File: src/hdl/cam_types_pkg.sv
////////////////////////////////////////////////////////////
// Pixel side types. Input is RAW10, 4 pixels per clock, and only
// the top 8 bits of each pixel are kept
////////////////////////////////////////////////////////////

package cam_types_pkg;

   localparam int PIX_W       = 8;
   localparam int PPC         = 4;
   localparam int RAW_W       = 10;
   localparam int MIPI_DATA_W = 64;

   // MIPI CSI-2 data type code of RAW10
   localparam logic [5:0] DT_RAW10 = 6'h2B;

   // Raw beat as delivered by the MIPI receiver
   typedef struct packed {
      logic [MIPI_DATA_W-1:0] data;
      logic                   valid;
      logic                   vs;
      logic                   hs;
      logic [5:0]             dtype;
   } mipi_beat_t;

   // Pixel 0 sits in the low byte
   typedef logic [PPC-1:0][PIX_W-1:0] pix_group_t;

   typedef struct packed {
      pix_group_t data;
      logic       valid;
   } pix_beat_t;

   typedef enum logic [1:0] {
      CAP_IDLE,
      CAP_ARMED,
      CAP_ACTIVE
   } cap_state_t;

endpackage

File: src/hdl/cam_input_stage.sv
////////////////////////////////////////////////////////////
// Non-RAW10 beats are dropped. hs is not used for framing,
// frame end comes from the falling edge of vs only
////////////////////////////////////////////////////////////
`timescale 1ns/100ps

module cam_input_stage (
   input  logic                     mipi_pclk,
   input  logic                     rst_n,
   input  cam_types_pkg::mipi_beat_t mipi_i,
   output cam_types_pkg::pix_beat_t  pix_o,
   output logic                     frame_end_o
);
   import cam_types_pkg::*;

   logic [PPC*RAW_W-1:0] data_q;
   logic                 valid_q;
   logic                 vs_q;
   logic                 vs_r;

   // Only the 4 x 10 bit pixels in the low part of the bus carry data
   always_ff @(posedge mipi_pclk) begin
      data_q <= mipi_i.data[PPC*RAW_W-1:0];
   end

   always_ff @(posedge mipi_pclk or negedge rst_n) begin
      if (!rst_n) begin
         valid_q     <= 1'b0;
         vs_q        <= 1'b0;
         vs_r        <= 1'b0;
         frame_end_o <= 1'b0;
      end else begin
         valid_q     <= mipi_i.valid && (mipi_i.dtype == DT_RAW10);
         vs_q        <= mipi_i.vs;
         vs_r        <= vs_q;
         frame_end_o <= vs_r && !vs_q;
      end
   end

   // Keep bits 9:2 of every pixel
   always_comb begin
      pix_o.valid = valid_q;
      for (int i = 0; i < PPC; i++) begin
         pix_o.data[i] = data_q[i*RAW_W + (RAW_W-PIX_W) +: PIX_W];
      end
   end

endmodule

File: config.mk
export PLATFORM = sky130hd
export DESIGN_NAME = cam_input_stage
export DESIGN_NICKNAME = d
export VERILOG_FILES = /design/src/hdl/cam_types_pkg.sv /design/src/hdl/cam_input_stage.sv
export SDC_FILE = /design/constraint.sdc
export NUM_CORES = 1
export LEC_CHECK = 0
export BUFFER_PORTS_ARGS = -buffer_cell sky130_fd_sc_hd__buf_2
export CORE_UTILIZATION = 31
export DETAILED_ROUTE_END_ITERATION = 7
export GPL_TIMING_DRIVEN = 0
export PLACE_DENSITY_LB_ADDON = 0.15
export RECOVER_POWER = 25
export SYNTH_ARGS = -nofsm -noshare
export SYNTH_HDL_FRONTEND = slang
export SYNTH_SLANG_ARGS = --single-unit
File: constraint.sdc
create_clock -name mipi_pclk -period 1.1 [get_ports mipi_pclk]
set_clock_uncertainty 0.1 [all_clocks]
set_input_delay 0.055 -clock mipi_pclk [delete_from_list [all_inputs] [get_ports mipi_pclk]]
set_output_delay 0.055 -clock mipi_pclk [all_outputs]
set_load 0.1 [all_outputs]
### Word-level counts from Yosys, hierarchy flattened

Cells that the tools add are included.

| word-level totals | value |
|---|---|
| input bits | 75 |
| bits in writable memories | 0 |
| flip-flop bits (word level) | 44 |
| latch bits | 0 |
| ROM bits | 0 |
| output and inout bits | 34 |
| memories kept | 0 |
| logic and storage cells | 9 |

| cells by class | value |
|---|---|
| magnitude comparators | 0 |
| shift-type cells | 0 |
| bitwise gates (word level) | 0 |
| equality and inequality tests | 1 |
| multipliers | 0 |
| reductions and logical operators | 3 |
| divide/modulo/power cells | 0 |
| muxes and demuxes | 0 |
| $add $sub $neg | 0 |

Operators by type and width:

| cell | number |
|---|---|
| $eq 6x6->1 const B | 1 |
| $logic_and 1x1->1 | 2 |
| $logic_not 1->1 | 1 |

### Longest topological paths before layout

| depth | value |
|---|---|
| depth in word-level cells | 2 |
| depth in mapped cells | 2 |
| depth with buffers taken out | 2 |

### Worst setup path before layout

Ideal clock, no wire load.

| timing path | value |
|---|---|
| path type | register -> output |
| start point | register data_q[13] |
| end point | output port pix_o[10] (netlist bit) |
| path buffers | 0 |
| required time | 0.945 ns |
| stages on the path, launching flop included | 1 |
| setup slack | 0.036 ns |
| data arrival time | 0.909 ns |
| path through | dfxtp_1 |

RTL lines:

| element | RTL line | text |
|---|---|---|
| start: declaration | cam_input_stage.sv:16 | `logic [PPC*RAW_W-1:0] data_q;` |
| start signal: assignment | cam_input_stage.sv:23 | `data_q <= mipi_i.data[PPC*RAW_W-1:0];` |
| end: declaration | cam_input_stage.sv:11 | `output cam_types_pkg::pix_beat_t pix_o,` |

No word-level cell between the ends.

### Final worst setup path

| timing path | value |
|---|---|
| start point | register data_q[19] |
| end point | output port pix_o[16] (netlist bit) |

No word-level cell between the ends.

==> metrics.md <==
| Metric | Value |
|---|---|
| Status | `finished, violations left` |
| Failing checks | `negative setup slack` |
| Buf/Inv on CP | `1` |
| Port Buffers | `75` |
| Register Area | `749 um^2` |
| H-tree Lvls | `2` |
| Yosys cell types | `7` |
| Gp weighted congestion | `0.608` |
| Area of the multi-input gates | `28.8 um^2` |
| # setup viols final | `1` |
| Antenna-violating nets left | `0` |
| Leakage | `0.939 nW` |
| Total grt overflow | `0` |
| Syn Nets | `116` |
| Antenna violations before repair | `0` |
| Setup CP Type | `register to primary output` |
| Setup Buffers After CTS | `0` |
| Clock tree from TritonCTS | `yes` |
| CP max stage cell | `dfxtp_1` |
| Endpoints failing hold | `0` |
| Worst Tran Pin Value | `0.209 ns` |
| Max_slew headroom | `86.1%` |
| Max-capacitance violation count | `0` |
| CP delay by family, top | `flip-flops` |
| Synth top area share | `82.4%` |
| DRC viols | `0` |
| Critical Path Start Type | `register` |
| Max frequency | `0.906 GHz` |
| CP arrival | `0.95 ns` |
| Num CTS Buffers | `5` |
| Drt first pass iters | `4` |
| Ant. Diodes | `0` |
| Critical Path, Cell by Cell | `buf_8` |
| Fill count | `117` |
| FP Rows | `17` |
| Clk_lat worst skew | `0.33 ns` |
| Sequential area share after synthesis | `95.3%` |
| Final net count | `239` |
| Number of global-route vias before repair | `863` |
| Crit share post-route | `100%` |
| Clock sinks | `36` |
| CP peak stage delay | `0.40 ns` |
| Clock buffer depth | `2` |
| Layout cells sized above 1 | `53.9%` |
| Setup TNS | `-0.00338 ns` |
| Syn Area/Cell | `19.0 um^2` |
| RSZ-0062 raised after global routing | `yes` |
| Critical Path Fanout Max | `1` |
| Hold crit path type | `input pin to register` |
| Die W | `52.1 um` |
| Synth Cell Area | `777 um^2` |
| Mean routed wirelength per cell | `13.1 um` |
| Nature of the critical path endpoint | `primary output` |
| Fin. max-slew vios | `0` |
| P&R area growth vs syn | `155%` |
| Die H | `52.1 um` |
| Peak VDD IR | `0.00128 V` |
| Area leader, netlist | `dfxtp_1` |
| Largest net degree at the start of global routing | `12` |
| First-pass GRT wire length | `3370 um` |
| Clock transition at path regs | `0.11 ns` |
| Final setup margin | `-0.00338 ns` |
| GRT Util Overall | `18.8%` |
| Ranking of synthesized cells by area | `dfxtp_1 (82%), dfrtp_1 (13%), nor3_2 (1.3%), nand4b_1 (1.1%), buf_4 (0.97%)` |
| Die area | `0.00271 mm^2` |
| Synth Register Bits | `36` |
| Min Tclk post-route | `1.10 ns` |
| Core Region | `0.00230 mm^2` |
| Cell area power density | `1470 mW/mm^2` |
| Worst endpoint required time | `0.94 ns` |
| DR vias/cell | `3.97` |
| CTS root buf | `clkbuf_4` |
| 1st-iter DRT viols | `2` |
| Synth Warn # | `0` |
| Total Routed Length | `2520 um` |
| Finished Core Util | `86.3%` |
| Num ports | `109` |
| Cells after Synth | `41` |
| Initial Util | `33.8%` |
| Via count | `767` |
==> worst paths after layout <==
check	startpoint	cells past startpoint	endpoint	slack, ns
setup / recovery	data_q[19]	1	pix_o[16]	-0.003
hold reg to reg	vs_q	0	vs_r	0.31
hold / removal	mipi_i[15]	2	data_q[6]	0.25
min in group asynchronous	rst_n	3	vs_q	0.52
setup reg to reg	vs_r	1	frame_end_o	0.42
max in group asynchronous	rst_n	3	vs_r	0.20
==> per-layer routing <==
metal	vias to the layer above	track usage [%]	share of wire [%]
met5	-	0	0
met4	0	8.11	1.5
met3	6	11.1	7.3
met2	41	35.7	61
met1	349	14.8	30
li1	371	-	-
==> Yosys cell counts <==
master and n:
dfrtp_1 4, buf_4 1, dfxtp_1 32, nand2_1 1
nor2b_1 1, nand4b_1 1, nor3_2 1
==> metrics by stage <==
| stage | worst slack [ns] | hold slack [ns] | power [W] | area, um^2 | cells |
|---|---|---|---|---|---|
| 2_1_floorplan | 0.0360 | -0.341 | 0.00190 | 777 | 41 |
| 3_3_place_gp | 0.146 | -0.238 | 0.00202 | 1190 | 144 |
| 3_5_place_dp | 0.135 | -0.236 | 0.00203 | 1190 | 144 |
| 4_1_cts | -0.0590 | 0.227 | 0.00287 | 1860 | 194 |
| 5_1_grt | -0.0425 | 0.241 | 0.00302 | 1980 | 193 |
| 6_report | -0.00338 | 0.253 | 0.00292 | 1980 | 193 |
==> state kept, by name (all words and copies together) (netlist names) <==
register / count
data_q: 32
frame_end_o: 1
valid_q: 1
vs_q: 1
vs_r: 1
==> timing repair <==
action | CTS | global route
pin swaps | 0 | 0
endpoints found under the setup margin | 34 | 20
endpoints found under the hold margin | 38 | 0
resized for setup | 65 | 37
cloned | 0 | 0
hold buffers | 42 | 0
==> cell usage in the layout, fill, tap and decap left out, types with 2 or more instances in the layout <==
cell type,n
buf_12,11
buf_8,4
buf_2,41
clkbuf_4,5
dfxtp_2,7
dlygate4sd3_1,42
clkbuf_1,2
dfxtp_1,25
dfrtp_1,4
buf_6,19
==> layout make-up <==
cell class / instances / area share, %
clock buffer: 7 / 2.27
clock inverter: 1 / 0.252
multi-input combinational: 4 / 1.45
sequential: 36 / 37.8
tap: 28 / 1.77
timing repair buffer: 117 / 56.5
==> where the power goes <==
group          switching [W]  total [W]  internal (W)
clock               0.000395   0.000644      0.000249
combinational       0.000542   0.000854      0.000312
sequential         0.0000412    0.00142       0.00138
total               0.000978    0.00292       0.00194
==> logic make-up (layout without fill, tap and decap cells) <==
family / Yosys count / after routing / share of synthesized area (%)
buffers and inverters: 1 / 125 / 0.967
and+or+nand+nor: 4 / 4 / 3.70
DFF: 36 / 36 / 95.3
Power figures use the tool's default switching activity.
