**src/hdl/cam_types_pkg.sv**
```systemverilog
////////////////////////////////////////////////////////////
// Pixel side types. Input is RAW10, 4 pixels per clock, and only
// the top 8 bits of each pixel are kept
////////////////////////////////////////////////////////////

package cam_types_pkg;

   localparam int PIX_W       = 8;
   localparam int PPC         = 4;
   localparam int RAW_W       = 10;
   localparam int MIPI_DATA_W = 64;

   // MIPI CSI-2 data type code of RAW10
   localparam logic [5:0] DT_RAW10 = 6'h2B;

   // Raw beat as delivered by the MIPI receiver
   typedef struct packed {
      logic [MIPI_DATA_W-1:0] data;
      logic                   valid;
      logic                   vs;
      logic                   hs;
      logic [5:0]             dtype;
   } mipi_beat_t;

   // Pixel 0 sits in the low byte
   typedef logic [PPC-1:0][PIX_W-1:0] pix_group_t;

   typedef struct packed {
      pix_group_t data;
      logic       valid;
   } pix_beat_t;

   typedef enum logic [1:0] {
      CAP_IDLE,
      CAP_ARMED,
      CAP_ACTIVE
   } cap_state_t;

endpackage

```
**src/hdl/cam_capture_ctrl.sv**
```systemverilog
////////////////////////////////////////////////////////////
// Capture starts and stops only at frame end. Continuous mode
// stays on until reset once it has been seen
////////////////////////////////////////////////////////////
`timescale 1ns/100ps

module cam_capture_ctrl (
   input  logic                    mipi_pclk,
   input  logic                    rst_n,
   input  cam_types_pkg::pix_beat_t pix_i,
   input  logic                    frame_end_i,
   input  logic                    trigger_i,
   input  logic                    continuous_i,
   output cam_types_pkg::pix_beat_t pix_o
);
   import cam_types_pkg::*;

   logic       trig_r1, trig_r2, trig_r3;
   logic       cont_r1, cont_r2;
   logic       cont_hold;
   logic       trig_rise;
   cap_state_t state;

   // Request synchronisers, third trigger flop for the edge
   always_ff @(posedge mipi_pclk or negedge rst_n) begin
      if (!rst_n) begin
         trig_r1   <= 1'b0;
         trig_r2   <= 1'b0;
         trig_r3   <= 1'b0;
         cont_r1   <= 1'b0;
         cont_r2   <= 1'b0;
         cont_hold <= 1'b0;
      end else begin
         trig_r1   <= trigger_i;
         trig_r2   <= trig_r1;
         trig_r3   <= trig_r2;
         cont_r1   <= continuous_i;
         cont_r2   <= cont_r1;
         cont_hold <= cont_hold || cont_r2;
      end
   end

   assign trig_rise = trig_r2 && !trig_r3;

   always_ff @(posedge mipi_pclk or negedge rst_n) begin
      if (!rst_n) begin
         state <= CAP_IDLE;
      end else begin
         case (state)
            CAP_IDLE: begin
               if (cont_hold && frame_end_i) begin
                  state <= CAP_ACTIVE;
               end else if (trig_rise) begin
                  state <= CAP_ARMED;
               end
            end
            CAP_ARMED: begin
               if (frame_end_i) begin
                  state <= CAP_ACTIVE;
               end
            end
            CAP_ACTIVE: begin
               if (frame_end_i && !cont_hold) begin
                  state <= CAP_IDLE;
               end
            end
            default: state <= CAP_IDLE;
         endcase
      end
   end

   assign pix_o.data  = pix_i.data;
   assign pix_o.valid = pix_i.valid && (state == CAP_ACTIVE);

endmodule

```
**config.mk**
```make
export PLATFORM = sky130hd
export DESIGN_NAME = cam_capture_ctrl
export DESIGN_NICKNAME = d
export VERILOG_FILES = /design/src/hdl/cam_types_pkg.sv /design/src/hdl/cam_capture_ctrl.sv
export SDC_FILE = /design/constraint.sdc
export NUM_CORES = 1
export LEC_CHECK = 0
export BUFFER_PORTS_ARGS = -buffer_cell sky130_fd_sc_hd__buf_2
export CORE_MARGIN = 2
export CORE_UTILIZATION = 31
export CTS_CLUSTER_SIZE = 12
export DETAILED_ROUTE_END_ITERATION = 12
export GPL_ROUTABILITY_DRIVEN = 1
export PLACE_DENSITY_LB_ADDON = 0.25
export SETUP_SLACK_MARGIN = 0.15
export SYNTH_ARGS = -nofsm -noshare
export SYNTH_HDL_FRONTEND = slang
export SYNTH_SLANG_ARGS = --single-unit
```
**constraint.sdc**
```tcl
create_clock -name mipi_pclk -period 2.2 [get_ports mipi_pclk]
set_clock_uncertainty 0.2 [all_clocks]
set_input_delay 0.11 -clock mipi_pclk [delete_from_list [all_inputs] [get_ports mipi_pclk]]
set_output_delay 0.11 -clock mipi_pclk [all_outputs]
set_load 0.02 [all_outputs]
```
======== Yosys cells after proc, flatten, opt, wreduce, memory -nomap -nowiden ========
Cells that the tools add are included.
cells by class
  equality and inequality tests ........... 5
  mux-type cells .......................... 5
  reduce and logical (&&, ||, !) cells .... 9
operators with widths
  kind                                           number
  two-way mux 2 bit                              4
  one-hot mux 2 bit (3 select lines)             1
  logical AND 1 bit                              4
  inequality test 2 bit, second input constant   2
  inequality test 3 bit, second input constant   1
  AND reduction 3 bit                            1
  == test 2 x 1 -> 1 bit, second input constant  1
  == test 2 bit, second input constant           1
  logical NOT 1 bit                              2
  logical NOT 2 bit                              1
  logical OR 1 bit                               1
word-level totals
  flip-flop bits (word level) ............. 8
  input bits .............................. 38
  output and inout bits ................... 33
  word-level logic and storage cells ...... 26

======== Longest topological paths before layout ========
  depth after elaboration ................. 5
  depth in mapped cells ................... 2
  mapped depth without buffers ............ 2

======== Least setup slack after synthesis ========
Ideal clock, no wire load.
  path type ............................... reg2out
  start ................................... reg state[0]
  end ..................................... out pix_o[0] (netlist name)
  data arrival time ....................... 0.697 ns
  data required time ...................... 1.890 ns
  slack ................................... 1.193 ns
  stages on the path, launching flop included .. 2
  path buffers ............................ 0
  cells stage by stage .................... dfrtp_1 > nor2_1
RTL lines
  element                 RTL line                RTL
  start, declared         cam_capture_ctrl.sv:22  cap_state_t state;
  start signal, assigned  cam_capture_ctrl.sv:47  state <= CAP_IDLE;
  start signal, assigned  cam_capture_ctrl.sv:52  state <= CAP_ACTIVE;
  start signal, assigned  cam_capture_ctrl.sv:54  state <= CAP_ARMED;
  end, declared           cam_capture_ctrl.sv:14  output cam_types_pkg::pix_beat_t pix_o

==> out/metrics.cfg <==
[power_and_ir_drop]
p_per_area_nw_per_um2=741
swShare=0.185
vdd_drop_max_mv=0.249
pwr-share-clk=0.381
p_seq_frac=0.558
p_int_mw=0.224
switchingPower_mw=0.0508
leakagePower_nw=0.188
combPwrFrac=0.061

[logic_synthesis]
yosysUniqueCellTypes=11
synth_seq_cells=8
synth_top_cell_area_share=0.482
synth_nets=88
synth_seq_area_share=0.402
synth_top_cell_by_area=buf_4
syn-cell-area_um2=498
ys_warn_count=0
synthTopCellsByArea=buf_4 48%, dfrtp_1 40%, o211a_1 2.0%, a211oi_1 1.5%, nor2_1 1.5%
synth_cells=50
avgSynthCellArea_um2=9.96

[floorplan]
die_h_um=44.1
core_area_um2=1510
die-width_um=44.1
row_count=14
initial_core_util=0.331
dieArea_um2=1940
pin_count=71

[timing]
period_minus_slack_ns=1.23
final_hold_viol_count=0
rsz0062_at_grt=no
slew_viol_final=0
maxSlewHeadroom=0.862
setup_violations=0
fin_crit_sh=0.559
worst_pin_slew_ns=0.206
fmax_mhz=813
setup_tns_ns=0

[cts]
root_buffer=clkbuf_4
cts_tree=done
htreeDepth=1
postCtsSetupRepairBufs=0
clockBufferDepth=2
clk_latency_ns=0.24
clk_pin_slew_ns=0.05
cts.sinks=8
cts_buffers=3

[detailed_routing]
drt-wirelength-per-cell_um=14.1
routed_wl_um=664
vias_per_cell=4.66
drtIter0Drc=3
vias=219
firstDrtPassIters=2
drcViolationCount=0
ant_nets=0

[cells_and_area]
nNetsFinal=71
design_area_um2=370
diodes=0
area_delta_synth_final_pct=-25.6
drive_gt1_frac=0.323
final_util=0.246
fillCellCount=165

[job]
maxCapViolCount=0

[global_route]
grt_start_max_net_pins=9
grt_first_pass_wirelength_um=945
grt_usage=0.0710
antenna_found_initial=0
first_global_vias=205
grt.overflow.total=0

[worst_setup_path]
cp_slowest_cell=dfrtp_1
worstPathArrival_ns=0.92
cp-start-kind=flip-flop
crit_family=flip-flops
endpoint_kind=output pin
path_max_fanout=4
critical_path.max_stage_delay_ns=0.38
cp_num_buf_inv=1
required_ns=1.89
cp_cell_sequence=nand2_1 -> nor2_1 -> buf_2
path_class=reg -> out

[placed_design]
gp_congestion=0.568
io_buffers=6
place_area_um2=308

[outcome]
status=finished clean

[hold_path]
hold_class=in -> out

## logic make-up (layout without fill, tap and decap cells)
group / after synthesis / count (layout) / synth area share
flip-flops: 8 / 8 / 0.402
AND/OR/NAND/NOR: 6 / 6 / 0.0628
buffers and inverters: 33 / 14 / 0.490
AO/OA/AOI/OAI: 3 / 3 / 0.0452
## stage by stage
stage	setup WS [ns]	hold WS, ns	cells	total power [mW]
floorplan	1.19	-0.386	50	0.244
global placement	1.21	-0.244	40	0.167
detailed placement	1.17	-0.238	40	0.167
CTS	0.953	0.0201	47	0.281
global route	0.873	0.0200	47	0.296
finish	0.970	0.0200	47	0.274
## state kept, by name, summed over array words and instances (netlist names)
signal,cells
cont_hold,1
cont_r1,1
cont_r2,1
state,2
trig_r1,1
trig_r2,1
trig_r3,1
## worst register-to-register path, cell delays in order (launching register included)
cell	delay (ns)
dfrtp_1	0.41
nor3b_1	0.23
a211oi_1	0.08
## power by group through the flow
stage,logic [mW],clock network [mW],registers (mW)
2_1_floorplan,0.0883,0,0.155
3_3_place_gp,0.0115,0,0.156
3_5_place_dp,0.0117,0,0.156
4_1_cts,0.0171,0.111,0.153
5_1_grt,0.0187,0.124,0.154
6_report,0.0167,0.105,0.153
## cell usage in the layout, fill, tap and decap left out, drive strengths merged
master,netlist,final
dfrtp,8,8
clkbuf,0,3
a211oi,1,1
dlygate4sd3,0,4
nand2,1,1
or2,1,1
o211a,1,1
nor3b,1,1
nor2b,1,1
o21ai,1,1
nor2,2,2
inv,1,1
buf,32,6
## cell type report
cell class                 count  area, um2  share of cell area
tap                           16       20.0              0.0541
clock buffer                   3       22.5              0.0608
inverter                       1       3.75              0.0101
timing repair buffer          10       70.1               0.189
multi-input combinational      9       53.8               0.145
sequential                     8        200               0.541
## routing by layer
layer | track usage | share of wire | routed length (um)
met5 | 0 | 0 | 0
met4 | 0.0909 | 0.047 | 31
met3 | 0.0408 | 0.17 | 112
met2 | 0.0971 | 0.47 | 309
met1 | 0.0651 | 0.32 | 211
## worst paths after layout
| kind | depth (start not counted) | slack (ns) | startpoint | end |
|---|---|---|---|---|
| worst max-delay path | 3 | 0.97 | state[1] | pix_o[0] |
| worst min-delay path | 0 | 0.02 | pix_i[16] | pix_o[16] |
| worst max register to register | 2 | 1.15 | state[0] | state[1] |
| worst min register to register | 0 | 0.15 | cont_r1 | cont_r2 |
| max in group asynchronous | 2 | 1.61 | rst_n | state[1] |
| min in group asynchronous | 2 | 0.03 | rst_n | cont_r1 |
## Yosys cell counts
master,n
o21ai_0,1
nor3b_1,1
inv_1,1
nand2_1,1
nor2_1,2
a211oi_1,1
o211a_1,1
buf_4,32
or2_2,1
dfrtp_1,8
nor2b_1,1
## timing repair
| action | CTS | global route |
|---|---|---|
| resized for setup | 0 | 0 |
| hold buffers | 4 | 0 |
| hold endpoints to repair | 12 | 0 |
Note: power is estimated with default switching activity, not from simulation.
