`config.mk`:
```
export PLATFORM = sky130hd
export DESIGN_NAME = cam_status_regs
export DESIGN_NICKNAME = d
export VERILOG_FILES = /design/src/hdl/cam_status_regs.sv
export SDC_FILE = /design/constraint.sdc
export NUM_CORES = 1
export LEC_CHECK = 0
export ABC_AREA = 1
export CAP_MARGIN = 20
export CORE_MARGIN = 4
export CORE_UTILIZATION = 60
export DETAILED_ROUTE_END_ITERATION = 8
export DONT_BUFFER_PORTS = 1
export GPL_TIMING_DRIVEN = 0
export MAX_ROUTING_LAYER = met4
export PLACE_DENSITY = 0.87
export RECOVER_POWER = 25
export SKIP_CTS_REPAIR_TIMING = 1
export SLEW_MARGIN = 10
export SYNTH_ARGS = -nofsm -noshare
export SYNTH_HDL_FRONTEND = slang
export SYNTH_SLANG_ARGS = --single-unit
export TNS_END_PERCENT = 30
```
`constraint.sdc`:
```
create_clock -name mipi_pclk -period 2 [get_ports mipi_pclk]
set_input_delay 0.1 -clock mipi_pclk [delete_from_list [all_inputs] [get_ports mipi_pclk]]
set_output_delay 0.1 -clock mipi_pclk [all_outputs]
set_load 0.005 [all_outputs]
```
`src/hdl/cam_status_regs.sv`:
```
////////////////////////////////////////////////////////////
// Frame rate is counted over PCLK_RATE clocks, so PCLK_RATE
// must match the real mipi_pclk rate to read as frames/second
////////////////////////////////////////////////////////////
`timescale 1ns/100ps

module cam_status_regs #(
   parameter int PCLK_RATE = 75000000
) (
   input  logic        mipi_pclk,
   input  logic        rst_n,
   input  logic        wr_valid_i,
   input  logic        frame_end_i,
   input  logic        overflow_i,
   input  logic        dma_wvalid_i,
   input  logic        fifo_empty_i,
   input  logic        burst_active_i,
   input  logic        wready_i,
   output logic [31:0] frames_per_second_o,
   output logic        fifo_overflow_o,
   output logic [31:0] fifo_wcount_o,
   output logic [31:0] dma_rcount_o,
   output logic [2:0]  dma_status_o
);

   localparam logic [31:0] TIMER_LAST = 32'(PCLK_RATE - 1);

   logic [31:0] timer_cnt;
   logic [31:0] frame_cnt;
   logic        window_end;

   assign window_end = (timer_cnt == TIMER_LAST);

   ////////////////////////////////////////////////////////////
   // Frame rate window
   ////////////////////////////////////////////////////////////
   always_ff @(posedge mipi_pclk or negedge rst_n) begin
      if (!rst_n) begin
         timer_cnt           <= '0;
         frame_cnt           <= '0;
         frames_per_second_o <= '0;
      end else if (window_end) begin
         timer_cnt           <= '0;
         frame_cnt           <= '0;
         // A frame end on the last clock still belongs to this window
         frames_per_second_o <= frame_cnt + {31'd0, frame_end_i};
      end else begin
         timer_cnt <= timer_cnt + 1'b1;
         if (frame_end_i) begin
            frame_cnt <= frame_cnt + 1'b1;
         end
      end
   end

   ////////////////////////////////////////////////////////////
   // Debug flags and word counters
   ////////////////////////////////////////////////////////////
   always_ff @(posedge mipi_pclk or negedge rst_n) begin
      if (!rst_n) begin
         fifo_overflow_o <= 1'b0;
         fifo_wcount_o   <= '0;
         dma_rcount_o    <= '0;
      end else begin
         fifo_overflow_o <= fifo_overflow_o || overflow_i;
         // Counts gated beats, dropped ones included
         if (wr_valid_i) begin
            fifo_wcount_o <= fifo_wcount_o + 1'b1;
         end
         if (dma_wvalid_i) begin
            dma_rcount_o <= dma_rcount_o + 1'b1;
         end
      end
   end

   assign dma_status_o = {fifo_empty_i, burst_active_i, wready_i};

endmodule

```
### After elaboration in Yosys (flattened, before gate mapping)

Index checks and enable logic that the tools add are counted.

| word-level totals | value |
|---|---|
| input port bits | 9 |
| register bits | 161 |

| cells by class | value |
|---|---|
| eq/ne operators | 1 |
| reduce and logical (&&, ||, !) cells | 2 |
| $add $sub $neg | 5 |
| muxes and demuxes | 3 |

Operator list:

| operator | number |
|---|---|
| adder 32 x 1 -> 32 bit (second input constant) | 4 |
| two-way mux 32 bit | 3 |
| adder 32 x 1 -> 32 bit | 1 |
| equality test 32 x 27 -> 1 bit (second input constant) | 1 |
| nonzero test 2 bit | 1 |
| logical OR 1 bit | 1 |

### Depth between registers and ports, before layout

| depth | value |
|---|---|
| depth after elaboration | 3 |
| mapped depth | 11 |

### Worst setup path before layout

OpenSTA, ideal clock, no wires.

| timing path | value |
|---|---|
| kind | register to register |
| start | register frame_cnt[0] |
| end | register frames_per_second_o[8] |
| arrival | 1470 ps |
| cell stages (with the launch flop) | 9 |
| slack | 403 ps |
| required time | 1873 ps |
| buffers on the path | 0 |
| setup time | 127 ps |
| cell sequence | dfrtp_1 ha_1 ha_1 inv_1 nor2_1 nand2_1 nor2_1 xor2_1 o21ai_0 |

| on the way | value |
|---|---|
| cells in the longest elaborated chain, start to end | 1 |

RTL lines:

| item | line | RTL |
|---|---|---|
| from (decl) | 29 | `logic [31:0] frame_cnt;` |
| from (signal assigned) | 50 | `frame_cnt <= frame_cnt + 1'b1;` |
| adder 32 x 1 -> 32 bit | 46 | `frames_per_second_o <= frame_cnt + {31'd0, frame_end_i};` |
| to (signal assigned) | 46 |  |
| to (decl) | 19 | `output logic [31:0] frames_per_second_o,` |

No other way between the ends.
A chain may end at the register's enable or synchronous reset.

### Final worst setup path

| timing path | value |
|---|---|
| start | register timer_cnt[0] |
| end | register frames_per_second_o[18] |

| on the way | value |
|---|---|
| cells in the longest elaborated chain, start to end | 1 |

RTL lines:

| item | line | RTL |
|---|---|---|
| from (decl) | 28 | `logic [31:0] timer_cnt;` |
| from (signal assigned) | 48 | `timer_cnt <= timer_cnt + 1'b1;` |
| equality test 32 x 27 -> 1 bit | 32 | `assign window_end = (timer_cnt == TIMER_LAST);` |

No other way between the ends.

==> run metrics <==
first-pass GRT wire length between 30 and 40 mm; antenna cells 0; Tmin final roughly 1900 ps; Max H-tree Level 4; Post-Synth Simple-Gate Area between 30% and 40%; share of cells above drive strength 1 around 6.6%; min-delay worst type in2async; syn_nets ~1300; Yosys cell types 32; Routability Congestion approximately 0.95; worst slack, placed 60.5 ps; CP cell instances ha_1, nand2_2, inv_2, nand2_2, nor2_2, nand4_2, buf_2, nand2_1, nand2_1; CTS sink cnt 161; Core Footprint between 15000 and 20000 um^2; R2R Path Start timer_cnt[0]$_DFF_PN0_; Compound-Gate Fraction of Synth Area under 10%; total I/O pin count about 110; Post-synth EDFFs 0; Synth Instances 1303; Final period util between 90 and 100%; Power Dens Cells 733 nW/um^2; Die Height 132 um; Achievable Freq approximately 530 MHz; final setup violation count 0; drt drc 0; Initial Utilization approximately three fifths; Layout Nets 1344; RSZ-0062 raised after global routing yes; vias per inst 5.37; Arr. time, crit path 2190 ps; Critical Path Fanout Max 10; maximum number of pins on one net before global-route repair 162; DRT iter0 DRCs approximately 470; CP endpoint frames_per_second_o[18]$_DFFE_PN0N_; max-slew violations 0; fin worst setup slack roughly 130 ps; critical path type reg2reg; Final Util between 60% and 70%; Worst-path clk slew ~60 ps; Synth Cell Area just over 9000 um^2; Total GRT Usage about 27%; FFs w/ async S/R, synth 100%; Worst R2R End frames_per_second_o[18]$_DFFE_PN0N_; syn avg cell area 7.10 um^2; port bufs 0; Yosys Warn Count 0; cell row count 45; gr ovfl total 0; cell depth of the worst flop-to-flop path 9; Final HPWL DP 16.9 mm; Filler cells 1272; dominant combinational cell family by area after synthesis simple AND/OR/NAND/NOR gates; Area Overhead vs Synth 9.36%; routed wire length roughly 23 mm; Post-Place Cells about 1500; #FFs+latches synth roughly 160; routed wire length per instance 14.9 um; Slowest-stage cell, CP dfrtp_1; worst skew pair latency 420 ps; Die Wd approximately 130 um; Max clock buf depth 2; Post-synth top flop dfrtp_1; sequential share of the synthesized area between 40% and 50%; xor and xnor area share after synthesis about 7%; CP Capture Type flop; non-filler instance count after layout between 1500 and 2000; max incr delay on CP 390 ps; final hold vios ~160; data required time of the worst path around 2300 ps; crit path launch type flop; R2R Setup Slk 130 ps; status complete, but fails checks; routed vias between 8000 and 9000; VDD IR max approximately 0.73 mV; CTS root buffer clkbuf_16; Post-Synth Adder-Cell Area less than 1%; Max Cap Viol 0; mux contribution to synthesized area 0%; Clock Skews roughly 8.9 ps; initial antenna violation count 0; CTS buffer count 17; Design Power between 7000 and 8000 uW; Hold Slack -631 ps; TritonCTS clock tree built; Worst slew margin just under 70%; Pleak ~0.005 uW; die area about 17000 um^2; worst slew pin tran approximately 480 ps; first drt pass iteration count 5; Final ANT Viol Nets 0; failing checks hold timing; vias in the first global route roughly 7600; Worst Setup SP timer_cnt[0]$_DFF_PN0_
cell usage in the layout (no fill, tap or decap), types with 12 or more instances in the layout:
| master | count |
|---|---|
| nand4_1 | 30 |
| xor2_1 | 51 |
| nand2_1 | 432 |
| inv_1 | 153 |
| clkbuf_16 | 17 |
| nand3_1 | 94 |
| o21ai_0 | 12 |
| dfrtp_1 | 161 |
| nor3_1 | 16 |
| nor2_2 | 13 |
| xnor2_1 | 24 |
| nor2_1 | 240 |
logic make-up (layout without fill, tap and decap cells):
logic type               after synthesis  count (layout)
XOR/XNOR                              75              75
AO/OA/AOI/OAI                         28              28
buffers and inverters                175             212
AND/OR/NAND/NOR                      858             858
flip-flops                           161             161
adder cells (fa/ha/maj)                6               6
where the power goes:
part / total, uW / switching (uW) / internal [uW]
registers: 3720 / 270 / 3450
clock network: 3070 / 1270 / 1800
logic: 635 / 356 / 279
how the worst min path moves through the flow:
stage	startpoint	to	slack (ps)
after floorplan	rst_n	dma_rcount_o[0]$_DFFE_PN0P_	-200
after global placement	rst_n	fifo_wcount_o[0]$_DFFE_PN0P_	-190
after detailed placement	rst_n	fifo_wcount_o[0]$_DFFE_PN0P_	-190
after CTS	rst_n	fifo_wcount_o[0]$_DFFE_PN0P_	-640
after global routing	rst_n	fifo_wcount_o[0]$_DFFE_PN0P_	-660
final	rst_n	fifo_wcount_o[0]$_DFFE_PN0P_	-630
state kept, by name, indices dropped and copies added (netlist names):
name / count
timer_cnt: 32
dma_rcount_o: 32
frame_cnt: 32
fifo_overflow_o: 1
fifo_wcount_o: 32
frames_per_second_o: 32
metrics by stage:
step	area (um^2)	hold WS, ps	TNS [ps]
finish	10100	-631	0
global placement	9480	-193	0
CTS	10000	-640	0
detailed placement	9480	-193	0
floorplan	9250	-196	0
global route	10100	-659	-90.7
synthesized netlist by cell type, types with 9 or more instances:
| library cell | number | area, um^2 |
|---|---|---|
| inv_1 | 153 | 574 |
| nor3_1 | 16 | 80.1 |
| o21ai_0 | 12 | 60.1 |
| dfrtp_1 | 161 | 4030 |
| xnor2_1 | 24 | 210 |
| nand2_2 | 10 | 62.6 |
| nand3_1 | 94 | 470 |
| nor2_2 | 11 | 68.8 |
| xor2_1 | 51 | 447 |
| nand4_1 | 30 | 188 |
| nand2_1 | 432 | 1620 |
| a21oi_1 | 9 | 45.0 |
| nor2_1 | 242 | 908 |
final cells by class:
class                           count  area, um^2  share of cell area [%]
Multi-Input combinational cell    967        4510                    44.6
Sequential cell                   161        4030                    39.8
Inverter                          159         598                    5.91
Clock buffer                       22         474                    4.69
Tap cell                          188         235                    2.33
Buffer                             16         113                    1.11
Clock inverter                      8        81.3                   0.804
Timing Repair Buffer                7        70.1                   0.693
layer usage:
| metal | wire length [um] | global-route usage [%] | vias up |
|---|---|---|---|
| met5 | 0 | - | - |
| met4 | 612 | 9.33 | 0 |
| met3 | 1480 | 6.98 | 51 |
| met2 | 10900 | 43.3 | 278 |
| met1 | 9810 | 33.6 | 3800 |
| li1 | - | - | 4070 |
worst max-delay path, delay by kind of cell, from the launching register on:
family	cells	cell delay, ps
adders and majority gates	1	240
buffers and inverters	2	380
DFF	1	390
and+or+nand+nor	6	750
Note: power is estimated with default switching activity, not from simulation.
