<file path="src/hdl/cam_dma_pkg.sv">
////////////////////////////////////////////////////////////
// DMA side types. One DMA word is one packed pixel group
////////////////////////////////////////////////////////////

package cam_dma_pkg;

   localparam int DMA_W = 32;

   typedef logic [DMA_W-1:0] dma_word_t;

   typedef struct packed {
      logic      wvalid;
      logic      wlast;
      dma_word_t wdata;
   } dma_wr_t;

   // Overflow is a single-cycle pulse
   typedef struct packed {
      logic empty;
      logic overflow;
   } fifo_stat_t;

   typedef enum logic {
      DMA_IDLE,
      DMA_BURST
   } dma_state_t;

endpackage

</file>
<file path="src/hdl/cam_dma_writer.sv">
////////////////////////////////////////////////////////////
// One fixed-length burst per rising edge of init. Edges seen
// during a burst are ignored
////////////////////////////////////////////////////////////
`timescale 1ns/100ps

module cam_dma_writer #(
   parameter int DMA_TRANSFER_LENGTH = 1920
) (
   input  logic                    mipi_pclk,
   input  logic                    rst_n,
   input  logic                    init_done_i,
   input  logic                    wready_i,
   input  cam_dma_pkg::fifo_stat_t  fifo_i,
   input  cam_dma_pkg::dma_word_t   rdata_i,
   output logic                    rd_en_o,
   output cam_dma_pkg::dma_wr_t     dma_o,
   output logic                    burst_active_o
);
   import cam_dma_pkg::*;

   localparam int CNT_W = $clog2(DMA_TRANSFER_LENGTH + 1);
   localparam logic [CNT_W-1:0] LAST_CNT = CNT_W'(DMA_TRANSFER_LENGTH - 1);

   logic             init_r1, init_r2, init_r3;
   logic             init_rise;
   dma_state_t       state;
   logic [CNT_W-1:0] word_cnt;
   logic             wvalid;
   logic             last_word;

   assign init_rise = init_r2 && !init_r3;

   // Word moves only with data in the FIFO and the port ready
   assign wvalid    = (state == DMA_BURST) && !fifo_i.empty && wready_i;
   assign last_word = wvalid && (word_cnt == LAST_CNT);

   always_ff @(posedge mipi_pclk or negedge rst_n) begin
      if (!rst_n) begin
         init_r1  <= 1'b0;
         init_r2  <= 1'b0;
         init_r3  <= 1'b0;
         state    <= DMA_IDLE;
         word_cnt <= '0;
      end else begin
         init_r1 <= init_done_i;
         init_r2 <= init_r1;
         init_r3 <= init_r2;
         case (state)
            DMA_IDLE: begin
               if (init_rise) begin
                  state <= DMA_BURST;
               end
            end
            DMA_BURST: begin
               if (last_word) begin
                  state    <= DMA_IDLE;
                  word_cnt <= '0;
               end else if (wvalid) begin
                  word_cnt <= word_cnt + 1'b1;
               end
            end
            default: state <= DMA_IDLE;
         endcase
      end
   end

   assign rd_en_o        = wvalid;
   assign dma_o.wvalid   = wvalid;
   assign dma_o.wlast    = last_word;
   assign dma_o.wdata    = rdata_i;
   assign burst_active_o = (state == DMA_BURST);

endmodule

</file>
<file path="config.mk">
export PLATFORM = sky130hd
export DESIGN_NAME = cam_dma_writer
export DESIGN_NICKNAME = d
export VERILOG_FILES = /design/src/hdl/cam_dma_pkg.sv /design/src/hdl/cam_dma_writer.sv
export SDC_FILE = /design/constraint.sdc
export NUM_CORES = 1
export LEC_CHECK = 0
export BUFFER_PORTS_ARGS = -buffer_cell sky130_fd_sc_hd__buf_4
export CAP_MARGIN = 10
export CORE_AREA = 3 3 55 57
export CTS_BUF_LIST = sky130_fd_sc_hd__clkbuf_4 sky130_fd_sc_hd__clkbuf_8
export DETAILED_ROUTE_END_ITERATION = 12
export DIE_AREA = 0 0 58 60
export HOLD_SLACK_MARGIN = 0.02
export PLACE_DENSITY_LB_ADDON = 0.15
export SYNTH_ARGS = -nofsm -noshare
export SYNTH_HDL_FRONTEND = slang
export SYNTH_SLANG_ARGS = --single-unit
</file>
<file path="constraint.sdc">
create_clock -name mipi_pclk -period 1.5 [get_ports mipi_pclk]
set_clock_uncertainty 0.05 [all_clocks]
set_input_delay 0.15 -clock mipi_pclk [delete_from_list [all_inputs] [get_ports mipi_pclk]]
set_output_delay 0.15 -clock mipi_pclk [all_outputs]
set_load 0.01 [all_outputs]
</file>
Word level (Yosys, flattened, before mapping)
Index checks and enable logic that the tools add are counted.
- bits in registers: 15
- input port bits: 38
- output and inout bits: 36
- logic and storage cells: 21
- $add $sub $neg: 1
- equal/unequal tests: 1
- mux-type cells: 5
- bitwise gates (word level): 1
- reduce and logical (&&, ||, !) cells: 8
- operators by type and width (cell ; number):
    2-to-1 mux 11 bit ; 2
    adder 11 x 1 -> 11 bit (second input constant) ; 1
    equality test 11 bit (second input constant) ; 1
    logical AND 1 bit ; 4
    zero test 1 bit ; 2
    2-to-1 mux 1 bit ; 2
    one-hot mux 1 bit (2 select lines) ; 1
    AND reduction 2 bit ; 1
    nonzero test 2 bit ; 1
    NOT 1 bit ; 1

Depth between registers and ports, before layout
- word-level depth: 6
- gate-level depth with buffers: 5
- gate-level depth less buffers: 5

Worst setup path after synthesis
No wires, ideal clock.
- path kind: register -> register
- start point: reg state, in the netlist burst_active_o
- end point: reg word_cnt[10]
- setup time: 0.065 ns
- data arrival time: 1.315 ns
- path slack: 0.070 ns
- cell stages (with the launch flop): 5
- path buffers: 0
- path through: dfrtp_1 -> and4b_4 -> nand3_4 -> or4b_1 -> nand2_1
- cells in the longest elaborated chain, start to end: 5
- elaborated cells on any way between the ends: 6
- classes of those cells: mux (1); reduce/logical (5)
- ends and longest elaborated chain (element ; line ; source):
    from (decl) ; cam_dma_writer.sv:27 ; dma_state_t state;
    from (signal assigned) ; cam_dma_writer.sv:43 ; state <= DMA_IDLE;
    from (signal assigned) ; cam_dma_writer.sv:52 ; state <= DMA_BURST;
    from (signal assigned) ; cam_dma_writer.sv:57 ; state <= DMA_IDLE;
    logical AND 1 bit (2 in a row) ; cam_dma_writer.sv:35 ; assign wvalid = (state == DMA_BURST) && !fifo_i.empty && wready_i;
    logical AND 1 bit ; cam_dma_writer.sv:36 ; assign last_word = wvalid && (word_cnt == LAST_CNT);
    nonzero test 2 bit (no source line) ; n/a ;
    AND reduction 2 bit (no source line) ; n/a ;
    to (signal assigned) ; cam_dma_writer.sv:60 ; word_cnt <= word_cnt + 1'b1;
    to (decl) ; cam_dma_writer.sv:28 ; logic [CNT_W-1:0] word_cnt;
Parallel ways exist; a longest one is shown, timed or not.
A chain may end at the register's enable or synchronous reset.

==> flow_summary.ini <==
[synthesis]
yosys_warnings = 0
ys_ff_latch = 15
synthArstFlopShare = 1.000
avgSynthCellArea_um2 = 9.317
synth_ff_type = dfrtp_1
seq_area_frac_synth = 0.3911
synth_cell_type_count = 24
syn-num-nets = 142
synth_area_um2 = 959.7
syn_inst = 103
synth_edf_count = 0

[clocking]
clk_path_buf_depth = 2
clk_pin_slew_ns = 0.08
clock_latency_ns = 0.29
tritoncts = built
cts-root-buf = clkbuf_4
cts_inserted_buffers = 3
clock_sinks = 15
htreeDepth = 1

[pwr]
p_leak_nw = 0.4473
power_frac_seq = 0.478
comb_power_share = 0.284
p_sw_w = 0.0003094
p_total_w = 0.001064
switching_share = 0.2907
p_per_area_nw_per_um2 = 1039
clkPwrFrac = 0.238
ir_drop_v = 0.0005743
p_int_w = 0.0007551

[die]
core_area_um2 = 2522
fp.dieW_um = 58
row_count = 18
start_util = 0.3805
die_height_um = 60
io-pin-count = 74
die_area_um2 = 3480

[setup_path]
critPathArrivalTime_ns = 1.35
path_class = flip-flop to primary output
cp_max_fo = 3
critPathTopFamily = flip-flops
endpoint_kind = primary output
cp.depth = 4
crit_path_max_incr_delay_ns = 0.37
crit_buf_inv = 1
critPathLaunchType = flip-flop
path_cells = ha_2 > nand4_1 > nor2_2 > buf_4
rr_worst_depth = 6
crit_path_top_delay_cell = dfrtp_1
cp_data_required_time_ns = 1.30

[sta]
finalHoldViolCount = 0
finalSetupTns_ns = -0.1081
period_share = 1.036
fmax_ghz = 0.6434
tightest_slew_ns = 0.3365
setup_slack_ns = -0.05416
rsz0062_at_grt = true
setup_violations = 2
slew_violations = 0
layout_min_cycle_time_ns = 1.554
relSlewSlack = 0.7748

[place]
placed_area_um2 = 847.1
dp.cells = 113
dp_slack_ns = 0.05831
post-dp-hpwl_um = 1183
place.gp.congestion = 0.7003
portBuffers = 8

[global_route]
antenna_found_initial = 0
track_usage = 0.1093
grt_max_degree = 16
grt_first_pass_wirelength_um = 2794
grt_pass1_vias = 640
grt_overflow = 0

[cells_and_area]
mostFrequentLayoutCell = buf_4
drive_gt1_frac = 0.4200
syn_to_final_growth_pct = 6.779
fin_area_um2 = 1025
finalNetCount = 140
most-common-layout-cells = buf_4, dfrtp_1, nand2_1
fillers = 268
stdcell_count = 130
antennaDiodeCount = 0

[hold_path]
min_path_type = primary input to flip-flop
whs_path_depth = 4

[detailed_routing]
routed_wl_um = 1745
via_per_inst = 4.908
firstDrtPassIters = 4
vias = 638
drt_iter0_drc = 15
drc = 0
antenna_left = 0
detail_route.wl_per_cell_um = 13.42

[job]
max_cap_violations = 0

[outcome]
violations = negative setup slack
outcome = complete, but fails checks
-- layer usage --
metal,up-vias,part of all wire,GRT usage
met5,-,0,0
met4,0,0.025,0.06623
met3,9,0.070,0.04968
met2,18,0.44,0.1645
met1,306,0.46,0.1268
li1,305,-,-
-- Yosys cell counts, drive strengths merged, types with 2 or more instances --
cell type / instances / share of area
o31ai: 2 / 0.016
buf: 34 / 0.27
xnor2: 4 / 0.037
nand2: 12 / 0.047
and3: 3 / 0.021
nor2: 4 / 0.016
nand3: 6 / 0.044
dfrtp: 15 / 0.39
nand4: 3 / 0.020
o21ai: 8 / 0.042
-- worst paths after layout --
check / start / end / slack [ns]
worst min register to register: init_r1$_DFF_PN0_ / init_r2$_DFF_PN0_ / 0.31
worst max register to register: burst_active_o$_DFF_PN0_ / word_cnt[10]$_DFFE_PN0P_ / -0.05
min in group asynchronous: rst_n / word_cnt[2]$_DFFE_PN0P_ / 0.20
max in group asynchronous: rst_n / word_cnt[6]$_DFFE_PN0P_ / 1.01
worst min-delay path: fifo_i[1] / word_cnt[1]$_DFFE_PN0P_ / 0.18
worst max-delay path: word_cnt[0]$_DFFE_PN0P_ / dma_o[32] / -0.05
-- through the flow --
| step | utilization | hold slack [ns] |
|---|---|---|
| floorplan | - | -0.1956 |
| global placement | 0.3358 | -0.03412 |
| detailed placement | 0.3358 | -0.03339 |
| CTS | 0.3800 | 0.1654 |
| global route | 0.4063 | 0.1893 |
| finish | 0.4063 | 0.1835 |
-- power groups by stage --
| stage | Clock, W | Combinational, W | Sequential [W] |
|---|---|---|---|
| floorplan | 0 | 0.000211 | 0.000525 |
| global placement | 0 | 0.000235 | 0.000518 |
| detailed placement | 0 | 0.000237 | 0.000522 |
| CTS | 0.000267 | 0.000285 | 0.000507 |
| global route | 0.000291 | 0.000334 | 0.000516 |
| finish | 0.000253 | 0.000303 | 0.000509 |
-- registers in the layout, summed over array words and instances, names as in the netlist --
register,cells
word_cnt,11
init_r2,1
burst_active_o,1
init_r3,1
init_r1,1
-- what timing repair did --
action / in CTS / in global routing
buffers inserted: 7 / 4
pin swaps: 3 / 2
hold endpoints to repair: 16 / 0
hold buffers: 2 / 0
resized for setup: 5 / 11
setup endpoints to repair: 3 / 4
-- kinds of logic after synthesis --
kind of cell	count (synthesis)	synth area share
compound gates	12	0.07040
xor+xnor	4	0.03650
fa+ha+maj	1	0.01304
buf+inv	35	0.2699
flops	15	0.3911
mux	1	0.01043
simple gates	35	0.2086
-- tightest hold or removal path, delay by kind of cell --
family,cells,cell delay (ns)
simple gates,2,0.18
buf+inv,1,0.09
compound gates,1,0.06
-- area by class of cell --
type                    instances  area, um2  area share
inverters                       1      6.256    0.006105
repair buffers                 27      222.7      0.2173
flip-flops and latches         15      376.6      0.3675
clock buffers                   4      30.03     0.02930
well taps                      30      37.54     0.03663
multi-input cells              53      351.6      0.3431
Note: power is estimated with default switching activity, not from simulation.
